[config.mk]
export PLATFORM = sky130hd
export DESIGN_NAME = calc_top
export DESIGN_NICKNAME = d
export VERILOG_FILES = /design/src/common/calc_pkg.sv /design/src/hdl/calc_alu.sv /design/src/hdl/result_log.sv /design/src/controller/calc_controller.sv /design/src/hdl/calc_top.sv
export SDC_FILE = /design/constraint.sdc
export NUM_CORES = 1
export LEC_CHECK = 0
export ABC_CLOCK_PERIOD_IN_PS = 10500
export BUFFER_PORTS_ARGS = -buffer_cell sky130_fd_sc_hd__buf_2
export CAP_MARGIN = 20
export CELL_PAD_IN_SITES_DETAIL_PLACEMENT = 1
export CELL_PAD_IN_SITES_GLOBAL_PLACEMENT = 2
export CORE_MARGIN = 2
export CORE_UTILIZATION = 45
export DETAILED_ROUTE_END_ITERATION = 8
export GPL_TIMING_DRIVEN = 0
export PLACE_DENSITY_LB_ADDON = 0.08
export SLEW_MARGIN = 40
export SYNTH_ARGS = -nofsm -noshare
export SYNTH_HDL_FRONTEND = slang
export SYNTH_SLANG_ARGS = --single-unit
[constraint.sdc]
create_clock -name clk -period 10.5 [get_ports clk]
set_clock_uncertainty 0.15 [all_clocks]
set_input_delay 0.525 -clock clk [delete_from_list [all_inputs] [get_ports clk]]
set_output_delay 0.525 -clock clk [all_outputs]
set_load 0.02 [all_outputs]
[src/common/calc_pkg.sv]
package calc_pkg;

    // Operation picked by the operator key
    typedef enum logic [1:0] {
        op_add = 2'd0,
        op_sub = 2'd1,
        op_mul = 2'd2
    } calc_op_t;

    // Unsigned operand or result, wraps modulo 2^16
    typedef logic [15:0] calc_word_t;

    // Controller states
    typedef enum logic [2:0] {
        get_first_num  = 3'd0,  // Building operand1
        get_second_num = 3'd1,  // Building operand2
        send_to_alu    = 3'd2,  // Start pulse issued on exit
        wait_alu       = 3'd3,  // Waiting on ALU finish
        show_result    = 3'd4   // Display updated, log written
    } calc_state_t;

    // Request to the ALU, valid while start is high
    typedef struct packed {
        calc_op_t   op;
        calc_word_t in1;
        calc_word_t in2;
    } alu_req_t;

    // ALU answer, valid while finish is high
    typedef struct packed {
        calc_word_t result;
    } alu_rsp_t;

    // One multiplier bit per step
    localparam int MUL_STEPS = 16;

endpackage

[src/hdl/calc_alu.sv]
`timescale 1ns/10ps

// Add and subtract answer one cycle after start is sampled.
// Multiply walks the multiplier from the LSB, adding a shifted copy of
// the multiplicand for every set bit, and keeps only the low 16 bits.
module calc_alu import calc_pkg::*; (
    input  logic     clk,
    input  logic     reset,
    input  logic     start,
    input  alu_req_t req,
    output logic     finish,
    output alu_rsp_t rsp
);

    localparam int                CNT_W     = $clog2(MUL_STEPS);
    localparam logic [CNT_W-1:0] LAST_STEP = CNT_W'(MUL_STEPS - 1);

    calc_word_t        multiplicand;  // Shifts left each step
    calc_word_t        multiplier;    // Shifts right each step
    calc_word_t        acc;           // Running sum, then the result
    calc_word_t        partial;       // Partial product of this step
    logic [CNT_W-1:0]  step_cnt;
    logic              mul_busy;
    logic              accept;

    assign accept     = start && !mul_busy;
    assign partial    = multiplier[0] ? multiplicand : '0;
    assign rsp.result = acc;

    always_ff @(posedge clk or posedge reset) begin
        if (reset) begin
            mul_busy <= 1'b0;
            step_cnt <= '0;
            finish   <= 1'b0;
        end else begin
            finish <= 1'b0;  // Pulse by default
            if (accept) begin
                if (req.op == op_mul) begin
                    mul_busy <= 1'b1;
                    step_cnt <= '0;
                end else begin
                    finish <= 1'b1;  // Add and subtract are single cycle
                end
            end else if (mul_busy) begin
                step_cnt <= step_cnt + CNT_W'(1);
                if (step_cnt == LAST_STEP) begin
                    mul_busy <= 1'b0;
                    finish   <= 1'b1;  // Last partial product lands now
                end
            end
        end
    end

    always_ff @(posedge clk) begin
        if (accept) begin
            multiplicand <= req.in1;
            multiplier   <= req.in2;
            case (req.op)
                op_sub:  acc <= req.in1 - req.in2;  // Wraps below zero
                op_mul:  acc <= '0;
                default: acc <= req.in1 + req.in2;
            endcase
        end else if (mul_busy) begin
            acc          <= acc + partial;
            multiplicand <= multiplicand << 1;
            multiplier   <= multiplier >> 1;
        end
    end

    // The controller must not issue a new request mid-multiply
    assert property (@(posedge clk) disable iff (reset) mul_busy |-> !start)
        else $error("ALU start seen while a multiply is running");

endmodule

[src/hdl/result_log.sv]
`timescale 1ns/10ps

// Small store of past results. The controller writes through we/waddr,
// while the outside reads through addr/oe with one cycle of latency.
module result_log import calc_pkg::*; #(
    parameter int LOG_DEPTH = 8
) (
    input  logic                         clk,
    input  logic                         reset,
    input  logic                         we,
    input  logic [$clog2(LOG_DEPTH)-1:0] waddr,
    input  calc_word_t                   wdata,
    input  logic [$clog2(LOG_DEPTH)-1:0] addr,
    input  logic                         oe,
    output calc_word_t                   data
);

    calc_word_t entries [LOG_DEPTH];

    always_ff @(posedge clk or posedge reset) begin
        if (reset) begin
            for (int i = 0; i < LOG_DEPTH; i++) begin
                entries[i] <= '0;  // Log starts empty
            end
            data <= '0;
        end else begin
            if (we) begin
                entries[waddr] <= wdata;
            end
            if (oe) begin
                data <= entries[addr];  // Holds when oe is low
            end
        end
    end

endmodule

[src/controller/calc_controller.sv]
`timescale 1ns/10ps

// Keypad entry and sequencing for one calculation.
// Digits build operand1 until an operator arrives, then operand2 until
// equal. The operands go to the ALU with a single start pulse, and the
// answer is shown, flagged by complete and appended to the result log.
module calc_controller import calc_pkg::*; #(
    parameter int LOG_DEPTH = 8
) (
    input  logic                         clk,
    input  logic                         reset,
    input  logic                         key_valid,
    input  logic [3:0]                   key_digit,
    input  logic                         op_valid,
    input  calc_op_t                     op_sel,
    input  logic                         equal_valid,
    input  logic                         alu_finish,
    input  alu_rsp_t                     alu_rsp,
    output logic                         alu_start,
    output alu_req_t                     alu_req,
    output calc_word_t                   display_output,
    output logic                         complete,
    output logic                         busy,
    output logic                         log_we,
    output logic [$clog2(LOG_DEPTH)-1:0] log_waddr,
    output calc_word_t                   log_wdata
);

    localparam int ADDR_W = $clog2(LOG_DEPTH);

    calc_state_t       state;
    calc_state_t       next_state;
    calc_word_t        operand1;
    calc_word_t        operand2;
    calc_op_t          op_q;       // Operation latched by the operator key
    logic [ADDR_W-1:0] wr_ptr;     // Next log slot
    logic              digit_ok;

    // value * 10 + digit, truncated to 16 bits
    function automatic calc_word_t append_digit(calc_word_t value, logic [3:0] digit);
        calc_word_t times_ten;
        times_ten = (value << 3) + (value << 1);
        return times_ten + calc_word_t'(digit);
    endfunction

    assign digit_ok = key_valid && (key_digit <= 4'd9);  // Non-decimal keys dropped

    always_comb begin
        next_state = state;
        case (state)
            get_first_num: begin
                if (op_valid) begin
                    next_state = get_second_num;
                end
            end
            get_second_num: begin
                if (equal_valid) begin
                    next_state = send_to_alu;
                end
            end
            send_to_alu: begin
                next_state = wait_alu;
            end
            wait_alu: begin
                if (alu_finish) begin
                    next_state = show_result;
                end
            end
            show_result: begin
                next_state = get_first_num;
            end
            default: begin
                next_state = get_first_num;
            end
        endcase
    end

    always_ff @(posedge clk or posedge reset) begin
        if (reset) begin
            state          <= get_first_num;
            alu_start      <= 1'b0;
            display_output <= '0;
            wr_ptr         <= '0;
        end else begin
            state     <= next_state;
            alu_start <= (state == send_to_alu);  // Single pulse on leaving send_to_alu
            if (state == wait_alu && alu_finish) begin
                display_output <= alu_rsp.result;
            end
            if (state == show_result) begin
                wr_ptr <= wr_ptr + ADDR_W'(1);  // Wraps at LOG_DEPTH
            end
        end
    end

    // Operand entry
    always_ff @(posedge clk or posedge reset) begin
        if (reset) begin
            operand1 <= '0;
            operand2 <= '0;
            op_q     <= op_add;
        end else begin
            case (state)
                get_first_num: begin
                    if (digit_ok) begin
                        operand1 <= append_digit(operand1, key_digit);
                    end
                    if (op_valid) begin
                        op_q     <= op_sel;
                        operand2 <= '0;  // Fresh second operand
                    end
                end
                get_second_num: begin
                    if (digit_ok) begin
                        operand2 <= append_digit(operand2, key_digit);
                    end
                end
                show_result: begin
                    operand1 <= '0;  // Ready for the next entry
                    operand2 <= '0;
                end
                default: begin
                end
            endcase
        end
    end

    assign alu_req = '{op: op_q, in1: operand1, in2: operand2};

    assign complete  = (state == show_result);
    assign log_we    = (state == show_result);
    assign log_waddr = wr_ptr;
    assign log_wdata = display_output;  // Already holds the new result
    assign busy      = (state == send_to_alu) || (state == wait_alu) ||
                       (state == show_result);

    assert property (@(posedge clk) disable iff (reset) alu_start |=> !alu_start)
        else $error("alu_start held for more than one cycle");

    // A finish outside wait_alu means the ALU and controller lost step
    assert property (@(posedge clk) disable iff (reset) alu_finish |-> state == wait_alu)
        else $error("ALU finish arrived outside wait_alu");

endmodule

[src/hdl/calc_top.sv]
`timescale 1ns/10ps

// Calculator core, with the controller beside the ALU and the result log
module calc_top import calc_pkg::*; #(
    parameter int LOG_DEPTH = 8
) (
    input  logic                         clk,
    input  logic                         reset,
    input  logic                         key_valid,
    input  logic [3:0]                   key_digit,
    input  logic                         op_valid,
    input  calc_op_t                     op_sel,
    input  logic                         equal_valid,
    input  logic [$clog2(LOG_DEPTH)-1:0] log_addr,
    input  logic                         log_oe,
    output calc_word_t                   display_output,
    output logic                         complete,
    output logic                         busy,
    output calc_word_t                   log_data
);

    logic                         alu_start;
    alu_req_t                     alu_req;
    logic                         alu_finish;
    alu_rsp_t                     alu_rsp;
    logic                         log_we;
    logic [$clog2(LOG_DEPTH)-1:0] log_waddr;
    calc_word_t                   log_wdata;

    calc_controller #(
        .LOG_DEPTH(LOG_DEPTH)
    ) u_controller (
        .clk           (clk),
        .reset         (reset),
        .key_valid     (key_valid),
        .key_digit     (key_digit),
        .op_valid      (op_valid),
        .op_sel        (op_sel),
        .equal_valid   (equal_valid),
        .alu_finish    (alu_finish),
        .alu_rsp       (alu_rsp),
        .alu_start     (alu_start),
        .alu_req       (alu_req),
        .display_output(display_output),
        .complete      (complete),
        .busy          (busy),
        .log_we        (log_we),
        .log_waddr     (log_waddr),
        .log_wdata     (log_wdata)
    );

    calc_alu u_alu (
        .clk   (clk),
        .reset (reset),
        .start (alu_start),
        .req   (alu_req),
        .finish(alu_finish),
        .rsp   (alu_rsp)
    );

    result_log #(
        .LOG_DEPTH(LOG_DEPTH)
    ) u_log (
        .clk  (clk),
        .reset(reset),
        .we   (log_we),
        .waddr(log_waddr),
        .wdata(log_wdata),
        .addr (log_addr),
        .oe   (log_oe),
        .data (log_data)
    );

endmodule

======== After elaboration in Yosys (flattened, before gate mapping) ========
Cells that the tools add are included.
storage, ports and cells
  word-level logic and storage cells ...... 100
  bits of input ports ..................... 15
  register bits after elaboration ......... 255
  output and inout bits ................... 34
operators by class
  equal/unequal tests ..................... 13
  reductions and logical operators ........ 16
  bitwise gates (word level) .............. 2
  $lt $le $gt $ge ......................... 4
  multiplexer cells ....................... 34
  add/sub/neg operators ................... 9
operators with widths
  operator             number
  $mux 16              13
  $bwmux 128           1
  $add 16x16->16       4
  $pmux 16 s2          2
  $bmux 16 s3          1
  $demux 16 s3         1
  $pmux 16 s3          1
  $add 16x4->16        2
  $sub 16x16->16       1
  $mux 4               3
  $pmux 3 s4           1
  $mux 3               3
  $ge 4x4->1 const B   2
  $mux 1               8
  $not 3->4            2
  $eq 3x2->1 const B   2
  $ne 2x1->1 const B   3
  $ne 2x2->1 const B   3
  $reduce_and 2->1     3
  $reduce_and 3->1     2
  $add 4x1->4 const B  1
  $eq 4x4->1 const B   1
  $le 4x4->1 const B   1
  $logic_and 1x1->1    4
  11 further kinds     13

======== Logic depth before layout (Yosys ltp) ========
  depth after elaboration ................. 6
  gate-level depth with buffers ........... 13
  gate-level depth less buffers ........... 13

======== Modules after synthesis ========
From an unflattened synthesis, not the netlist that was laid out.
unflattened totals
  cell total of the unflattened synthesis .. 1,295
  area total of the unflattened synthesis .. 14,486.4 µm²
modules (own cells, without submodules)
  module           sequential area each (µm²)  area an instance (µm²)  times used  cells an instance
  result_log       3,603.5                     6,598.8                 1           463
  calc_alu         1,591.5                     4,006.3                 1           435
  calc_controller  1,426.4                     3,881.2                 1           397

======== Worst setup path before layout ========
No wires, ideal clock.
  kind .................................... reg-to-reg
  start point ............................. register u_controller.operand2[2]
  end point ............................... register u_alu.acc[14], in the netlist u_alu.rsp[14] (data pin)
  setup time .............................. 273 ps
  setup slack ............................. 7,099 ps
  path buffers ............................ 1
  clock period less this slack ............ 3,401 ps
  stages on the path, launching flop included .. 14
  arrival time ............................ 2,978 ps
  data required time ...................... 10,077 ps
  cells stage by stage .................... dfrtp_1 buf_2 nor4_1 a21oi_1 a21oi_1 xor2_1 ha_1 a21o_1 a21o_1 a31o_2 and3_1 a221o_1 xnor2_1 o22ai_1
on the way
  word-level cells in the longest chain between the ends .. 3
  elaborated cells on any way between the ends .. 4
  those cells by class .................... 2 x add/sub; 2 x mux
RTL lines
  what                                              RTL line                        RTL
  from (decl)                                       calc_controller.sv:34           calc_word_t operand2;
  from (signal assigned)                            calc_controller.sv:115          operand2 <= append_digit(operand2, key_digit);
  $add 16x16->16 or $sub 16x16->16 (tied branches)  calc_alu.sv:61, calc_alu.sv:59
  $pmux 16 s2 (*)                                   calc_alu.sv:58                  case (req.op)
  $mux 16 (*)                                       calc_alu.sv:55                  if (accept) begin
  to (signal assigned)                              calc_alu.sv:59                  op_sub: acc <= req.in1 - req.in2;
  to (signal assigned)                              calc_alu.sv:61                  default: acc <= req.in1 + req.in2;
  to (signal assigned)                              calc_alu.sv:64                  acc <= acc + partial;
  to (decl)                                         calc_alu.sv:20                  calc_word_t acc;
Mark *: on every way between the ends. The rest lies on a longest branch, timed or not.
A chain may end at the register's enable or synchronous reset.

======== Worst setup path in the final report ========
Same ends and word-level chain as after synthesis.

==> reports/summary.txt <==
layout cells sized above 1 -> 22.1%
synth warn -> 0
Final ANT Viol Nets -> 0
I/O pin count -> 49
origin of the critical flop-to-flop path -> u_controller.operand2[2]$_DFFE_PP0P_
synthesized flop and latch total -> 255
Slew HR -> 47.2%
gr ovfl total -> 0
hold path depth -> 2
ys async rst share -> 81.2%
Sink Count -> 255
EDFF count, synth -> 48
fillers -> 3249
core region area -> 30500 µm²
Setup crit start kind -> flip-flop
ratio of final minimum period to clock period -> 38.7%
Power Total -> 0.00465 W
NumNets Final -> 1409
CP Cell Sequence -> buf_2 -> nor4_1 -> a21oi_1 -> a21oi_1 -> xor2_1 -> ha_1 -> a21o_1 -> a21o_1 -> a31o_2 -> and3_1 -> a221o_1 -> xnor2_1 -> o22ai_1
gpl congestion -> 0.821
largest net degree at the start of global routing -> 75
DR pass1 iterations -> 4
part of the Yosys area used for sequential elements -> 47.6%
Worst Hold Class -> in2reg
fin crit period -> 4.07 ns
RSZ-0062 raised after global routing -> no
reg2reg path depth -> 13
Vias -> 9382
Critical Path Sink Type -> flip-flop
Post-Syn Area -> 13900 µm²
final slew viol count -> 0
DIE HEIGHT -> 180 µm
CTS Buffer Depth -> 3
Mapped Cells -> 1224
clk_lat worst skew -> 0.55 ns
net count after synthesis -> 1330
DRC -> 0
Setup TNS -> 0 ns
max-cap viol count -> 0
antenna violations before repair -> 0
Yosys cell types -> 62
leakage -> 7.55 nW
TritonCTS clock tree -> built
FF+latch area -> 6620 µm²
Top Family by Delay on Critical Path -> compound AO/OA/AOI/OAI gates
root buf cell -> clkbuf_16
drt wl/cell -> 19.6 µm
Critical-path top delay cell -> nor4_1
CP peak stage delay -> 0.46 ns
R2R setup slack -> 6.43 ns
initial cell density of the core -> 45.6%
worst r2r dst -> u_alu.rsp[14]$_DFFE_PP_
Die Area -> 32300 µm²
DPL Wire Length -> 25000 µm
DRT iter0 DRCs -> 346
critical path required time -> 10.61 ns
Pwr Density -> 297 nW/µm²
Core Rows -> 64
CP Class -> reg2reg
WP buf/inv -> 1
clock transition at the registers of the reported paths -> 0.06 ns
status -> finished, final reports clean
hold-critical path endpoint -> u_controller.op_q[1]$_DFFE_PP0P_
multi-input logic area -> 6950 µm²
Crit Path Max Fanout -> 7
Slew @ Worst Pin -> 0.792 ns
H-tree depth -> 1
VDD IR-drop max -> 0.000138 V
# port buffers -> 45
WHS -> 0.0662 ns
area added between synthesis and finish -> 12.7%
average size of a mapped cell -> 11.4 µm²
Overall Global Routing Usage -> 21.4%
vias in the first global route -> 10300
CTS buffer count -> 29
crit path DAT -> 4.17 ns
Worst Hold Launch -> op_sel[1]
ant diodes -> 0
final setup vio count -> 0
via density per instance -> 5.46
first-pass GRT wire length -> 56300 µm
die width -> 180 µm
Post-synth top flop -> dfrtp_1
final hold violation count -> 0
Highest Clock Rate -> 0.246 GHz
Post-Route WL -> 33800 µm
-- logic make-up after synthesis --
family                   share of synthesized area, %
AND/OR/NAND/NOR                                  11.3
AO/OA/AOI/OAI                                    8.81
XOR/XNOR                                         4.28
adder cells (fa/ha/maj)                          8.51
multiplexers                                     17.0
buffers and inverters                            2.45
flip-flops                                       47.6
-- worst max path at each step --
stage                                         startpoint                   endpoint  slack [ns]  cells after the start
finish              u_controller.operand2[2]$_DFFE_PP0P_    u_alu.rsp[14]$_DFFE_PP_        6.43                     13
global route        u_controller.operand2[2]$_DFFE_PP0P_    u_alu.rsp[14]$_DFFE_PP_        6.18                     13
CTS                 u_controller.operand2[2]$_DFFE_PP0P_    u_alu.rsp[14]$_DFFE_PP_        6.47                     13
detailed placement  u_controller.operand2[2]$_DFFE_PP0P_    u_alu.rsp[14]$_DFFE_PP_        6.49                     13
global placement                                   reset  u_log.data[5]$_DFFE_PP0P_        1.64                      2
floorplan                                          reset     u_alu.finish$_DFF_PP0_        4.17                      1
-- power by group --
part	internal [W]	total, W	switching (W)
Clock	0.000601	0.00102	0.000416
Combinational	0.000835	0.00205	0.00121
Sequential	0.00131	0.00159	0.000284
-- layout by cell type (no fill, tap or decap), types with 14 or more instances in the layout --
cell type | Yosys | final
nand2_1 | 187 | 187
nand3_1 | 23 | 23
xnor2_1 | 34 | 34
nand2b_1 | 14 | 14
nor2_1 | 58 | 58
o21ai_0 | 60 | 60
dfrtp_1 | 207 | 207
mux2i_1 | 17 | 17
inv_1 | 30 | 29
ha_1 | 85 | 85
nor2b_1 | 15 | 15
mux4_2 | 32 | 32
buf_2 | 16 | 61
clkbuf_1 | 28 | 31
xor2_1 | 34 | 34
edfxtp_1 | 48 | 48
a21oi_1 | 53 | 53
and2_1 | 18 | 18
mux2_2 | 131 | 131
a21o_1 | 15 | 15
clkbuf_16 | 0 | 32
-- flip-flops by register name, indices dropped and copies added (netlist names) --
signal                       cells
u_controller.display_output     16
u_controller.log_waddr           3
u_alu.multiplier                16
u_controller.state               3
u_log.data                      16
u_alu.finish                     1
u_alu.rsp                       16
u_controller.operand2           16
u_controller.op_q                2
u_alu.mul_busy                   1
u_alu.multiplicand              16
u_alu.step_cnt                   4
u_controller.alu_start           1
u_controller.operand1           16
u_log.entries                  128
-- routing by layer --
metal  global-route usage, %  vias up  routed length (µm)
met3                    2.29       50                 779
li1                        -     4540                   -
met5                       0        -                   0
met2                    38.6      101               17000
met4                    4.72        0                 620
met1                    27.8     4691               15300
-- cell usage after synthesis, drive strengths merged (3+ instances only) --
cell	instances	area, µm²
nor2b	15	93.8
nand4	6	37.5
inv	31	116
a21oi	53	265
edfxtp	48	1440
buf	23	114
nand2	187	702
xor2	34	298
mux2i	17	170
a21o	15	113
and2	18	113
dfrtp	207	5180
nor4	3	18.8
a31oi	6	37.5
o21ai	65	329
o22ai	10	62.6
xnor2	34	298
and3	3	18.8
clkbuf	29	110
or2	4	25.0
nor2	59	224
nor4b	4	35.0
fa	6	120
a211oi	7	52.6
o31ai	8	60.1
o21a	6	45.0
o211ai	4	30.0
nor3	4	20.0
mux4	32	721
mux2	131	1480
nand2b	14	87.6
o2111ai	3	26.3
nand3	26	145
ha	85	1060
-- worst reg2reg max path, stage by stage (launching register included) --
cell,delay [ns]
dfrtp_1,0.42
buf_2,0.20
nor4_1,0.46
a21oi_1,0.19
a21oi_1,0.27
xor2_1,0.27
ha_1,0.34
a21o_1,0.18
a21o_1,0.22
a31o_2,0.23
and3_1,0.18
a221o_1,0.33
xnor2_1,0.24
o22ai_1,0.10
-- per-stage QoR --
stage / instances / setup slack [ns] / utilization [%] / area [µm²]
after floorplan: 1224 / 4.17 / - / 13900
after global placement: 1665 / 1.64 / 47.9 / 14600
after global routing: 1719 / 6.18 / 51.4 / 15700
after CTS: 1719 / 6.47 / 51.4 / 15700
final: 1719 / 6.43 / 51.4 / 15700
after detailed placement: 1667 / 6.49 / 48.2 / 14700
-- cell type report --
type | count | share of cell area (%)
Multi-Input combinational cell | 886 | 44.3
Sequential cell | 255 | 42.3
Clock buffer | 39 | 5.53
Tap cell | 396 | 3.16
Timing Repair Buffer | 48 | 1.85
Buffer | 52 | 1.44
Inverter | 31 | 0.791
Clock inverter | 12 | 0.623
-- repair_timing --
item | CTS | global route
resized for setup | 0 | 0
setup buffers | 0 | 0
setup endpoints to repair | 0 | 0
hold endpoints to repair | 64 | 0
hold buffers | 1 | 0
Power figures use the tool's default switching activity.
